<file path="src/design/sub_bus_pkg.sv">
// ----------------------------------------------------------------------
// Sub board bus fabric types
// Bus widths and the request and response words that travel between
// the arbiter, decoder, access and response stages
// ----------------------------------------------------------------------
`default_nettype none

package sub_bus_pkg;

    typedef logic [19:1] bus_addr_t;    // word address, byte bit dropped
    typedef logic [15:0] bus_data_t;
    typedef logic [1:0]  bus_dsn_t;     // {udsn, ldsn}, active low
    typedef logic        master_id_t;

    // owners of the bus
    localparam master_id_t ID_SUB  = 1'b0;
    localparam master_id_t ID_MAIN = 1'b1;

    // one access as issued by a master
    typedef struct packed {
        bus_addr_t  addr;
        logic       wr;       // high for a write
        bus_dsn_t   dsn;
        bus_data_t  wdata;
        master_id_t id;
    } bus_req_s;

    // finished access on its way back to the master
    typedef struct packed {
        bus_data_t  data;
        master_id_t id;
    } bus_rsp_s;

endpackage

`default_nettype wire

</file>
<file path="src/design/sub_map_pkg.sv">
// ----------------------------------------------------------------------
// Sub board memory map
// Region encoding and the page boundaries on address bits 19:17
// ----------------------------------------------------------------------
`default_nettype none

package sub_map_pkg;

    import sub_bus_pkg::*;

    typedef logic [2:0] map_page_t;     // address bits 19:17

    localparam map_page_t MAP_ROM_END   = 3'd2;  // pages 0..2 are rom
    localparam map_page_t MAP_RAM_BASE  = 3'd3;
    localparam map_page_t MAP_ROAD_BASE = 3'd4;  // bit 16 splits road/sio

    // nothing answers, the bus floats high
    localparam bus_data_t MAP_OPEN_BUS = '1;

    typedef enum logic [2:0] {
        REG_ROM,
        REG_RAM,
        REG_ROAD,   // road ram
        REG_SIO,    // road control
        REG_NONE
    } map_region_e;

    typedef struct packed {
        bus_req_s    req;
        map_region_e region;
    } decoded_req_s;

endpackage

`default_nettype wire

</file>
<file path="src/design/bus_master_arb.sv">
// ----------------------------------------------------------------------
// Bus master arbiter
// Grants the shared bus to the main or sub CPU port, main first, and
// tracks each master's req/ack handshake from issue to req drop
// ----------------------------------------------------------------------
`timescale 1ns/1ps
`default_nettype none

module bus_master_arb
    import sub_bus_pkg::*;
(
    input  wire logic       clk,
    input  wire logic       rst,
    input  wire logic       sub_req,
    input  wire bus_req_s   sub_cmd,
    input  wire logic       sub_ack,
    input  wire logic       main_req,
    input  wire bus_req_s   main_cmd,
    input  wire logic       main_ack,
    input  wire logic       busy,        // access stage holds a chip select
    output logic            out_valid,
    output bus_req_s        out_req,
    input  wire logic       rsp_done,
    input  wire master_id_t rsp_id
);

    typedef enum logic [1:0] {
        ST_IDLE,
        ST_BUSY,        // issued, ack not yet up
        ST_WAIT_DROP    // acked, waiting for req to go low
    } grant_state_e;

    grant_state_e st [2];       // indexed by master id
    logic [1:0]   req_v;
    logic [1:0]   issue_v;
    logic         dec_pending;  // request still inside the decoder
    logic         can_issue;

    assign req_v = {main_req, sub_req};

    // nothing may be on its way to the access stage
    assign can_issue = !busy && !out_valid && !dec_pending;

    // fixed priority
    assign issue_v[1] = can_issue && (st[1] == ST_IDLE) && main_req;
    assign issue_v[0] = can_issue && (st[0] == ST_IDLE) && sub_req && !issue_v[1];

    always_ff @(posedge clk or posedge rst) begin
        if (rst) begin
            out_valid   <= 1'b0;
            dec_pending <= 1'b0;
            for (int m = 0; m < 2; m++) begin
                st[m] <= ST_IDLE;
            end
        end else begin
            out_valid   <= |issue_v;
            dec_pending <= out_valid;
            for (int m = 0; m < 2; m++) begin
                case (st[m])
                    ST_IDLE: begin
                        if (issue_v[m]) st[m] <= ST_BUSY;
                    end
                    ST_BUSY: begin
                        if (rsp_done && rsp_id == master_id_t'(m)) begin
                            // req may already be down one clock after the ack edge
                            st[m] <= req_v[m] ? ST_WAIT_DROP : ST_IDLE;
                        end
                    end
                    ST_WAIT_DROP: begin
                        if (!req_v[m]) st[m] <= ST_IDLE;
                    end
                    default: st[m] <= ST_IDLE;
                endcase
            end
        end
    end

    // owner id comes from the grant, not from the master
    always_ff @(posedge clk) begin
        if (issue_v[1]) begin
            out_req    <= main_cmd;
            out_req.id <= ID_MAIN;
        end else if (issue_v[0]) begin
            out_req    <= sub_cmd;
            out_req.id <= ID_SUB;
        end
    end

    // an ack edge must belong to an access this arbiter issued
    a_sub_ack_granted: assert property (@(posedge clk) disable iff (rst)
        $rose(sub_ack) |-> $past(sub_req) && st[0] == ST_BUSY);

    a_main_ack_granted: assert property (@(posedge clk) disable iff (rst)
        $rose(main_ack) |-> $past(main_req) && st[1] == ST_BUSY);

    a_acks_exclusive: assert property (@(posedge clk) disable iff (rst)
        !(sub_ack && main_ack));

endmodule

`default_nettype wire

</file>
<file path="src/design/addr_decoder.sv">
// ----------------------------------------------------------------------
// Address decoder
// Registers a granted request and tags it with its memory-map region
// ----------------------------------------------------------------------
`timescale 1ns/1ps
`default_nettype none

module addr_decoder
    import sub_bus_pkg::*, sub_map_pkg::*;
(
    input  wire logic     clk,
    input  wire logic     rst,
    input  wire logic     in_valid,
    input  wire bus_req_s in_req,
    output logic          out_valid,
    output decoded_req_s  out_dec
);

    map_page_t   page;
    map_region_e region;

    assign page = in_req.addr[19:17];

    always_comb begin
        if (page <= MAP_ROM_END) begin
            region = REG_ROM;
        end else if (page == MAP_RAM_BASE) begin
            region = REG_RAM;
        end else if (page == MAP_ROAD_BASE) begin
            // road ram below, road control above
            region = in_req.addr[16] ? REG_SIO : REG_ROAD;
        end else begin
            region = REG_NONE;  // open bus
        end
    end

    always_ff @(posedge clk or posedge rst) begin
        if (rst) begin
            out_valid <= 1'b0;
        end else begin
            out_valid <= in_valid;
        end
    end

    always_ff @(posedge clk) begin
        if (in_valid) begin
            out_dec.req    <= in_req;
            out_dec.region <= region;
            if (region == REG_ROM) begin
                out_dec.req.wr <= 1'b0;     // rom write turns into a plain read
            end
        end
    end

endmodule

`default_nettype wire

</file>
<file path="src/design/mem_access.sv">
// ----------------------------------------------------------------------
// Memory access stage
// Holds one decoded request, raises its chip select and waits for the
// port's ok flag before handing the read data on
// ----------------------------------------------------------------------
`timescale 1ns/1ps
`default_nettype none

module mem_access
    import sub_bus_pkg::*, sub_map_pkg::*;
(
    input  wire logic         clk,
    input  wire logic         rst,
    input  wire logic         in_valid,
    input  wire decoded_req_s in_dec,
    output logic              busy,
    // rom
    output logic              rom_cs,
    input  wire logic         rom_ok,
    input  wire bus_data_t    rom_data,
    // work ram
    output logic              ram_cs,
    input  wire logic         ram_ok,
    input  wire bus_data_t    ram_data,
    // road ram and road control share one port
    output logic              road_cs,
    output logic              sio_cs,
    input  wire logic         road_ok,
    input  wire bus_data_t    road_data,
    // shared bus
    output bus_addr_t         addr,
    output bus_dsn_t          dsn,
    output logic              rnw,
    output bus_data_t         wdata,
    output logic              done,
    output bus_rsp_s          rsp
);

    decoded_req_s cur;
    logic         accept;
    logic         sel_ok;
    bus_data_t    sel_data;

    assign accept = in_valid && !busy;

    always_comb begin
        case (cur.region)
            REG_ROM: begin
                sel_ok   = rom_ok;
                sel_data = rom_data;
            end
            REG_RAM: begin
                sel_ok   = ram_ok;
                sel_data = ram_data;
            end
            REG_ROAD, REG_SIO: begin
                sel_ok   = road_ok;
                sel_data = road_data;
            end
            default: begin
                sel_ok   = 1'b0;
                sel_data = MAP_OPEN_BUS;
            end
        endcase
    end

    assign addr  = cur.req.addr;
    assign dsn   = cur.req.dsn;
    assign rnw   = !cur.req.wr;
    assign wdata = cur.req.wdata;

    always_ff @(posedge clk or posedge rst) begin
        if (rst) begin
            busy    <= 1'b0;
            done    <= 1'b0;
            rom_cs  <= 1'b0;
            ram_cs  <= 1'b0;
            road_cs <= 1'b0;
            sio_cs  <= 1'b0;
        end else begin
            done <= 1'b0;
            if (busy) begin
                if (sel_ok) begin   // selects stay up until the port answers
                    busy    <= 1'b0;
                    done    <= 1'b1;
                    rom_cs  <= 1'b0;
                    ram_cs  <= 1'b0;
                    road_cs <= 1'b0;
                    sio_cs  <= 1'b0;
                end
            end else if (in_valid) begin
                if (in_dec.region == REG_NONE) begin
                    done <= 1'b1;   // nothing to wait for
                end else begin
                    busy    <= 1'b1;
                    rom_cs  <= in_dec.region == REG_ROM;
                    ram_cs  <= in_dec.region == REG_RAM;
                    road_cs <= in_dec.region == REG_ROAD;
                    sio_cs  <= in_dec.region == REG_SIO;
                end
            end
        end
    end

    always_ff @(posedge clk) begin
        if (accept) begin
            cur      <= in_dec;
            rsp.id   <= in_dec.req.id;
            rsp.data <= MAP_OPEN_BUS;   // kept only for unmapped reads
        end else if (busy && sel_ok) begin
            rsp.data <= sel_data;
        end
    end

    a_one_cs: assert property (@(posedge clk) disable iff (rst)
        $onehot0({rom_cs, ram_cs, road_cs, sio_cs}));

    // arbiter must hold off while an access is running
    a_no_overrun: assert property (@(posedge clk) disable iff (rst)
        in_valid |-> !busy);

endmodule

`default_nettype wire

</file>
<file path="src/design/bus_response.sv">
// ----------------------------------------------------------------------
// Bus response stage
// Keeps each master's finished read and raises its ack no sooner than
// MIN_CYCLES clocks after req rose, in the way of a DTACK generator
// ----------------------------------------------------------------------
`timescale 1ns/1ps
`default_nettype none

module bus_response
    import sub_bus_pkg::*;
#(
    parameter int MIN_CYCLES = 4
) (
    input  wire logic     clk,
    input  wire logic     rst,
    input  wire logic     in_done,
    input  wire bus_rsp_s in_rsp,
    input  wire logic     sub_req,
    input  wire logic     main_req,
    output bus_data_t     rdata,
    output logic          sub_ack,
    output logic          main_ack,
    output logic          rsp_done,   // one pulse per ack rise
    output master_id_t    rsp_id
);

    localparam int CW = $clog2(MIN_CYCLES + 1);

    logic [CW-1:0] cnt [2];     // clocks since req rose, saturating
    bus_data_t     hold [2];
    logic [1:0]    req_v;
    logic [1:0]    ack_q;
    logic [1:0]    pend;        // response parked until its slot opens
    logic [1:0]    arrive;
    logic [1:0]    ready;
    logic [1:0]    raise;

    assign req_v    = {main_req, sub_req};
    assign sub_ack  = ack_q[0];
    assign main_ack = ack_q[1];

    always_comb begin
        for (int m = 0; m < 2; m++) begin
            arrive[m] = in_done && (in_rsp.id == master_id_t'(m));
            ready[m]  = req_v[m] && (int'(cnt[m]) >= MIN_CYCLES - 1);
        end
        // only one ack up at a time, main wins a tie
        raise[1] = (pend[1] || arrive[1]) && ready[1] && !(|ack_q);
        raise[0] = (pend[0] || arrive[0]) && ready[0] && !(|ack_q) && !raise[1];
    end

    always_ff @(posedge clk or posedge rst) begin
        if (rst) begin
            ack_q    <= '0;
            pend     <= '0;
            rsp_done <= 1'b0;
            rsp_id   <= ID_SUB;
            for (int m = 0; m < 2; m++) begin
                cnt[m] <= '0;
            end
        end else begin
            rsp_done <= |raise;
            rsp_id   <= raise[1] ? ID_MAIN : ID_SUB;
            for (int m = 0; m < 2; m++) begin
                if (!req_v[m]) begin
                    cnt[m] <= '0;
                end else if (cnt[m] != CW'(MIN_CYCLES)) begin
                    cnt[m] <= cnt[m] + 1'b1;
                end
                if (raise[m]) begin
                    ack_q[m] <= 1'b1;
                    pend[m]  <= 1'b0;
                end else begin
                    if (arrive[m]) pend[m] <= 1'b1;
                    if (ack_q[m] && !req_v[m]) ack_q[m] <= 1'b0;  // master let go
                end
            end
        end
    end

    always_ff @(posedge clk) begin
        for (int m = 0; m < 2; m++) begin
            if (arrive[m]) hold[m] <= in_rsp.data;
        end
        if (raise[1]) begin
            rdata <= arrive[1] ? in_rsp.data : hold[1];
        end else if (raise[0]) begin
            rdata <= arrive[0] ? in_rsp.data : hold[0];
        end
    end

endmodule

`default_nettype wire

</file>
<file path="src/design/sub_bus_top.sv">
// ----------------------------------------------------------------------
// Sub CPU board bus fabric
// Arbiter, decoder, access and response stages between the two CPU
// ports and the rom, work ram and road memory ports
// ----------------------------------------------------------------------
`timescale 1ns/1ps
`default_nettype none

module sub_bus_top
    import sub_bus_pkg::*, sub_map_pkg::*;
#(
    parameter int MIN_CYCLES = 4    // shortest bus cycle in clocks
) (
    input  wire logic      clk,
    input  wire logic      rst,
    // sub cpu
    input  wire logic      sub_req,
    input  wire bus_req_s  sub_cmd,
    output logic           sub_ack,
    // main cpu taking over the bus
    input  wire logic      main_req,
    input  wire bus_req_s  main_cmd,
    output logic           main_ack,
    output bus_data_t      rdata,
    // memories
    output logic           rom_cs,
    input  wire logic      rom_ok,
    input  wire bus_data_t rom_data,
    output logic           ram_cs,
    input  wire logic      ram_ok,
    input  wire bus_data_t ram_data,
    output logic           road_cs,
    output logic           sio_cs,
    input  wire logic      road_ok,
    input  wire bus_data_t road_data,
    output bus_addr_t      addr,
    output bus_dsn_t       dsn,
    output logic           rnw,
    output bus_data_t      wdata
);

    logic         arb_valid;
    bus_req_s     arb_req;
    logic         dec_valid;
    decoded_req_s dec_req;
    logic         acc_busy;
    logic         acc_done;
    bus_rsp_s     acc_rsp;
    logic         rsp_done;
    master_id_t   rsp_id;

    bus_master_arb u_arb (
        .clk(clk), .rst(rst),
        .sub_req(sub_req), .sub_cmd(sub_cmd), .sub_ack(sub_ack),
        .main_req(main_req), .main_cmd(main_cmd), .main_ack(main_ack),
        .busy(acc_busy), .out_valid(arb_valid), .out_req(arb_req),
        .rsp_done(rsp_done), .rsp_id(rsp_id)
    );

    addr_decoder u_dec (
        .clk(clk), .rst(rst),
        .in_valid(arb_valid), .in_req(arb_req),
        .out_valid(dec_valid), .out_dec(dec_req)
    );

    mem_access u_acc (
        .clk(clk), .rst(rst),
        .in_valid(dec_valid), .in_dec(dec_req), .busy(acc_busy),
        .rom_cs(rom_cs), .rom_ok(rom_ok), .rom_data(rom_data),
        .ram_cs(ram_cs), .ram_ok(ram_ok), .ram_data(ram_data),
        .road_cs(road_cs), .sio_cs(sio_cs), .road_ok(road_ok), .road_data(road_data),
        .addr(addr), .dsn(dsn), .rnw(rnw), .wdata(wdata),
        .done(acc_done), .rsp(acc_rsp)
    );

    bus_response #(.MIN_CYCLES(MIN_CYCLES)) u_rsp (
        .clk(clk), .rst(rst),
        .in_done(acc_done), .in_rsp(acc_rsp),
        .sub_req(sub_req), .main_req(main_req),
        .rdata(rdata), .sub_ack(sub_ack), .main_ack(main_ack),
        .rsp_done(rsp_done), .rsp_id(rsp_id)
    );

endmodule

`default_nettype wire

</file>
<file path="config.mk">
export PLATFORM = sky130hd
export DESIGN_NAME = sub_bus_top
export DESIGN_NICKNAME = d
export VERILOG_FILES = /design/src/design/sub_bus_pkg.sv /design/src/design/sub_map_pkg.sv /design/src/design/bus_master_arb.sv /design/src/design/addr_decoder.sv /design/src/design/mem_access.sv /design/src/design/bus_response.sv /design/src/design/sub_bus_top.sv
export SDC_FILE = /design/constraint.sdc
export NUM_CORES = 1
export LEC_CHECK = 0
export ABC_AREA = 1
export BUFFER_PORTS_ARGS = -buffer_cell sky130_fd_sc_hd__buf_2
export CORE_MARGIN = 4
export CORE_UTILIZATION = 41
export CTS_CLUSTER_SIZE = 20
export DETAILED_ROUTE_END_ITERATION = 10
export GPL_TIMING_DRIVEN = 0
export PLACE_DENSITY = 0.71
export SYNTH_ARGS = -nofsm -noshare
export SYNTH_HDL_FRONTEND = slang
export SYNTH_SLANG_ARGS = --single-unit
</file>
<file path="constraint.sdc">
create_clock -name clk -period 4.2 [get_ports clk]
set_input_delay 0.63 -clock clk [delete_from_list [all_inputs] [get_ports clk]]
set_output_delay 0.63 -clock clk [all_outputs]
set_load 0.01 [all_outputs]
</file>
==> out/qor.txt <==
Status - completed
Yosys Warn Count - 0
Die Area - 23400 um2
Worst setup margin - 1560 ps
CP max stage delay - 560 ps
Max Slew Vio Count - 0
Tcrit/Tclk final - 63.0%
Tot GR Track Use - 15.2%
Setup CP Type - flop to flop
Layout cell share with drive strength beyond 1 - 29.3%
Largest net degree at the start of global routing - 52
Int Pwr - 5.18 mW
Number of flops mapped to enable cells by yosys - 138
Tmin final - 2640 ps
RSZ-0062 raised after global routing - false
CP Cell Sequence - buf_12, nor2_2, nand2_1, nor2_4, buf_2, inv_1, nand2_2, buf_12
Syn Nets - 966
Syn Inst Count - 827
Final setup vio count - 0
CTS Hold Bufs - 0
I/O Buffers - 188
WP buf/inv - 4
Die Ht - 153 um
Fin util - 52.4%
Place WS - 1500 ps
Drt total wl - 18200 um
Final GP Congestion - 0.856
Avg WL per Cell - 13.7 um
Comb power frac - 27.1%
Wire length of the first global-routing pass - 29100 um
Final Hold Fails - 0
Setup_tns - 0 ps
Leakage Power - 5.08 nW
Startpoint Class - flop
GRT Residual Overflow - 0
CTS Buf Count - 22
Post-synth top flop - edfxtp_1
Switch Pwr - 2.35 mW
Mapped cell area - 8600 um2
Clk sink count - 211
Worst skew pair latency - 500 ps
Peak supply drop - 0.000327 V
Maximum Capacitance Violations - 0
DR vias/cell - 4.53
Crit path max fanout - 30
Final nets - 1180
DRC viols - 0
Clk_skew - 18.6 ps
Area Growth Syn to Fin - 24.4%
CTS Buffer Depth - 3
Clk slew on worst S/H paths - 60 ps
Post-synthesis sequential area ratio - 66.5%
Initial antenna violation count - 1
Clk network pwr share - 26.9%
Drt pass-1 iters - 4
Crit path top cell by count - buf_12
Worst setup EP type - flop
Hold WC Path Type - input port to asynchronous set/reset pin
Core footprint - 20400 um2
CTS tree - yes
Initial Utilization - 42.1%
Largest delay contributor family on the critical path - buffers and inverters
Pwr/cell area - 703 nW/um2
DIE WIDTH - 153 um
Via count - 6011
I/O pin total - 193
Tightest Pin Transition - 1200 ps
1st-iter DRT viols - 313
Yosys reg bits - 211
Number of global-route vias before repair - 5864
F_max - 378 MHz
Synthesized area per cell - 10.4 um2
Number of H-tree levels - 1
DP HPWL - 13200 um
Post-route ant nets - 0
Distinct cells, synth - 32
# diodes - 0
Site Rows - 52
Max-slew headroom - 20.1%
Postcts setup bufs - 0
Sw frac - 31.2%
FFs w/ async S/R, synth - 11.4%
Critical path arrival - 2830 ps
Root buffer cell - clkbuf_16
Critical Path RT - 4390 ps
Critical-path top delay cell - dfrtp_2
PostCTS Resize Cnt - 0
Register share of total power - 46.0%
## state kept, by name, summed over array words and instances, names as in the netlist
register         count
u_acc.wdata         16
u_rsp.rdata         16
u_acc.addr          19
u_rsp.rsp_done       1
u_acc.done           1
u_arb.st             4
u_rsp.cnt            6
u_acc.road_cs        1
u_acc.dsn            2
u_arb.out_req       39
u_rsp.rsp_id         1
u_rsp.pend           2
u_rsp.hold          32
u_acc.rsp           17
u_acc.sio_cs         1
u_arb.out_valid      1
u_acc.rom_cs         1
u_dec.out_valid      1
u_acc.ram_cs         1
u_dec.out_dec       42
u_rsp.ack_q          2
u_acc.busy           1
u_acc.cur            4
## per-layer routing
metal	up-vias	track usage [%]	wire [um]
met1	2764	19.3	7580
met5	-	0	7
li1	3068	-	-
met4	2	3.86	342
met2	147	26.3	9080
met3	30	3.53	1180
## cells in the mapped netlist (2+ instances only)
cell type,instances,share of area [%]
nand2_1,257,11
nand2_2,2,0.15
edfxtp_1,138,48
o21ai_2,8,0.81
ha_1,6,0.87
buf_1,3,0.13
o21ai_0,25,1.5
a211oi_1,2,0.17
inv_1,90,3.9
buf_6,4,0.52
buf_2,16,0.93
nor2_2,3,0.22
clkbuf_1,4,0.17
nor2_1,57,2.5
nand3_1,50,2.9
buf_4,40,3.5
dfxtp_1,49,11
nor2_4,3,0.39
a21oi_1,5,0.29
o21a_1,16,1.4
dfrtp_1,24,7.0
nor3_1,4,0.23
nor3_2,2,0.23
o21ai_1,10,0.58
nand3_2,2,0.23
## stage by stage
stage,power [mW],std cells,hold slack [ps],area (um2)
global placement,5.47,1285,401,9880
global route,8.04,1327,377,10700
finish,7.53,1327,332,10700
floorplan,4.85,827,400,8600
detailed placement,5.57,1287,405,9930
CTS,7.62,1327,352,10700
## kinds of logic after synthesis
| group | share of synthesized area, % |
|---|---|
| adder cells (fa/ha/maj) | 0.872 |
| AND/OR/NAND/NOR | 18.5 |
| flip-flops | 66.5 |
| buffers and inverters | 9.22 |
| AO/OA/AOI/OAI | 4.89 |
## power by group through the flow
stage          combinational, mW  sequential (mW)  clock [mW]
2_1_floorplan               1.35             3.50           0
3_3_place_gp                1.94             3.53           0
3_5_place_dp                2.06             3.51           0
4_1_cts                     2.08             3.47        2.07
5_1_grt                     2.33             3.55        2.15
6_report                    2.04             3.47        2.02
## layout by cell type, fill, tap and decap left out, types with 3 or more instances in the layout
master	instances
buf_4	40
o21ai_1	10
o21a_1	16
o21ai_2	8
nor2_2	3
dfxtp_1	49
ha_1	6
dfrtp_1	23
o21ai_0	25
nand3_1	50
nand2_2	3
buf_6	4
a21oi_1	5
bufinv_16	3
buf_1	3
nand2_1	256
inv_1	90
edfxtp_1	138
nor2_1	57
nor2_4	3
buf_2	204
clkinv_4	3
clkbuf_16	23
nor3_1	4
clkbuf_1	7
## path summary, 6_finish.rpt
kind                                             start                     endpoint  slack [ps]  cells past startpoint
max reg2reg                  u_arb.out_valid$_DFF_PP0_  u_arb.out_req[31]$_DFFE_PP_        1560                      8
min reg2reg                u_dec.out_dec[13]$_DFFE_PP_     u_acc.wdata[9]$_DFFE_PP_         420                      0
max in group asynchronous                          rst    u_arb.out_valid$_DFF_PP0_        3230                      2
min                                                rst     u_rsp.cnt[0]$_DFFE_PP0P_         330                      2
max                          u_arb.out_valid$_DFF_PP0_  u_arb.out_req[31]$_DFFE_PP_        1560                      8
min in group clk                           sub_cmd[18]  u_arb.out_req[18]$_DFFE_PP_         390                      3
## cell type report
class | instances | area [um2]
clock buffer | 28 | 614
sequential | 211 | 5730
buffer | 67 | 452
multi-input combinational | 458 | 2090
tap | 270 | 338
timing repair buffer | 190 | 981
clock inverter | 12 | 159
fill | 1844 | 9730
inverter | 91 | 342
Note: power is estimated with default switching activity, not from simulation.
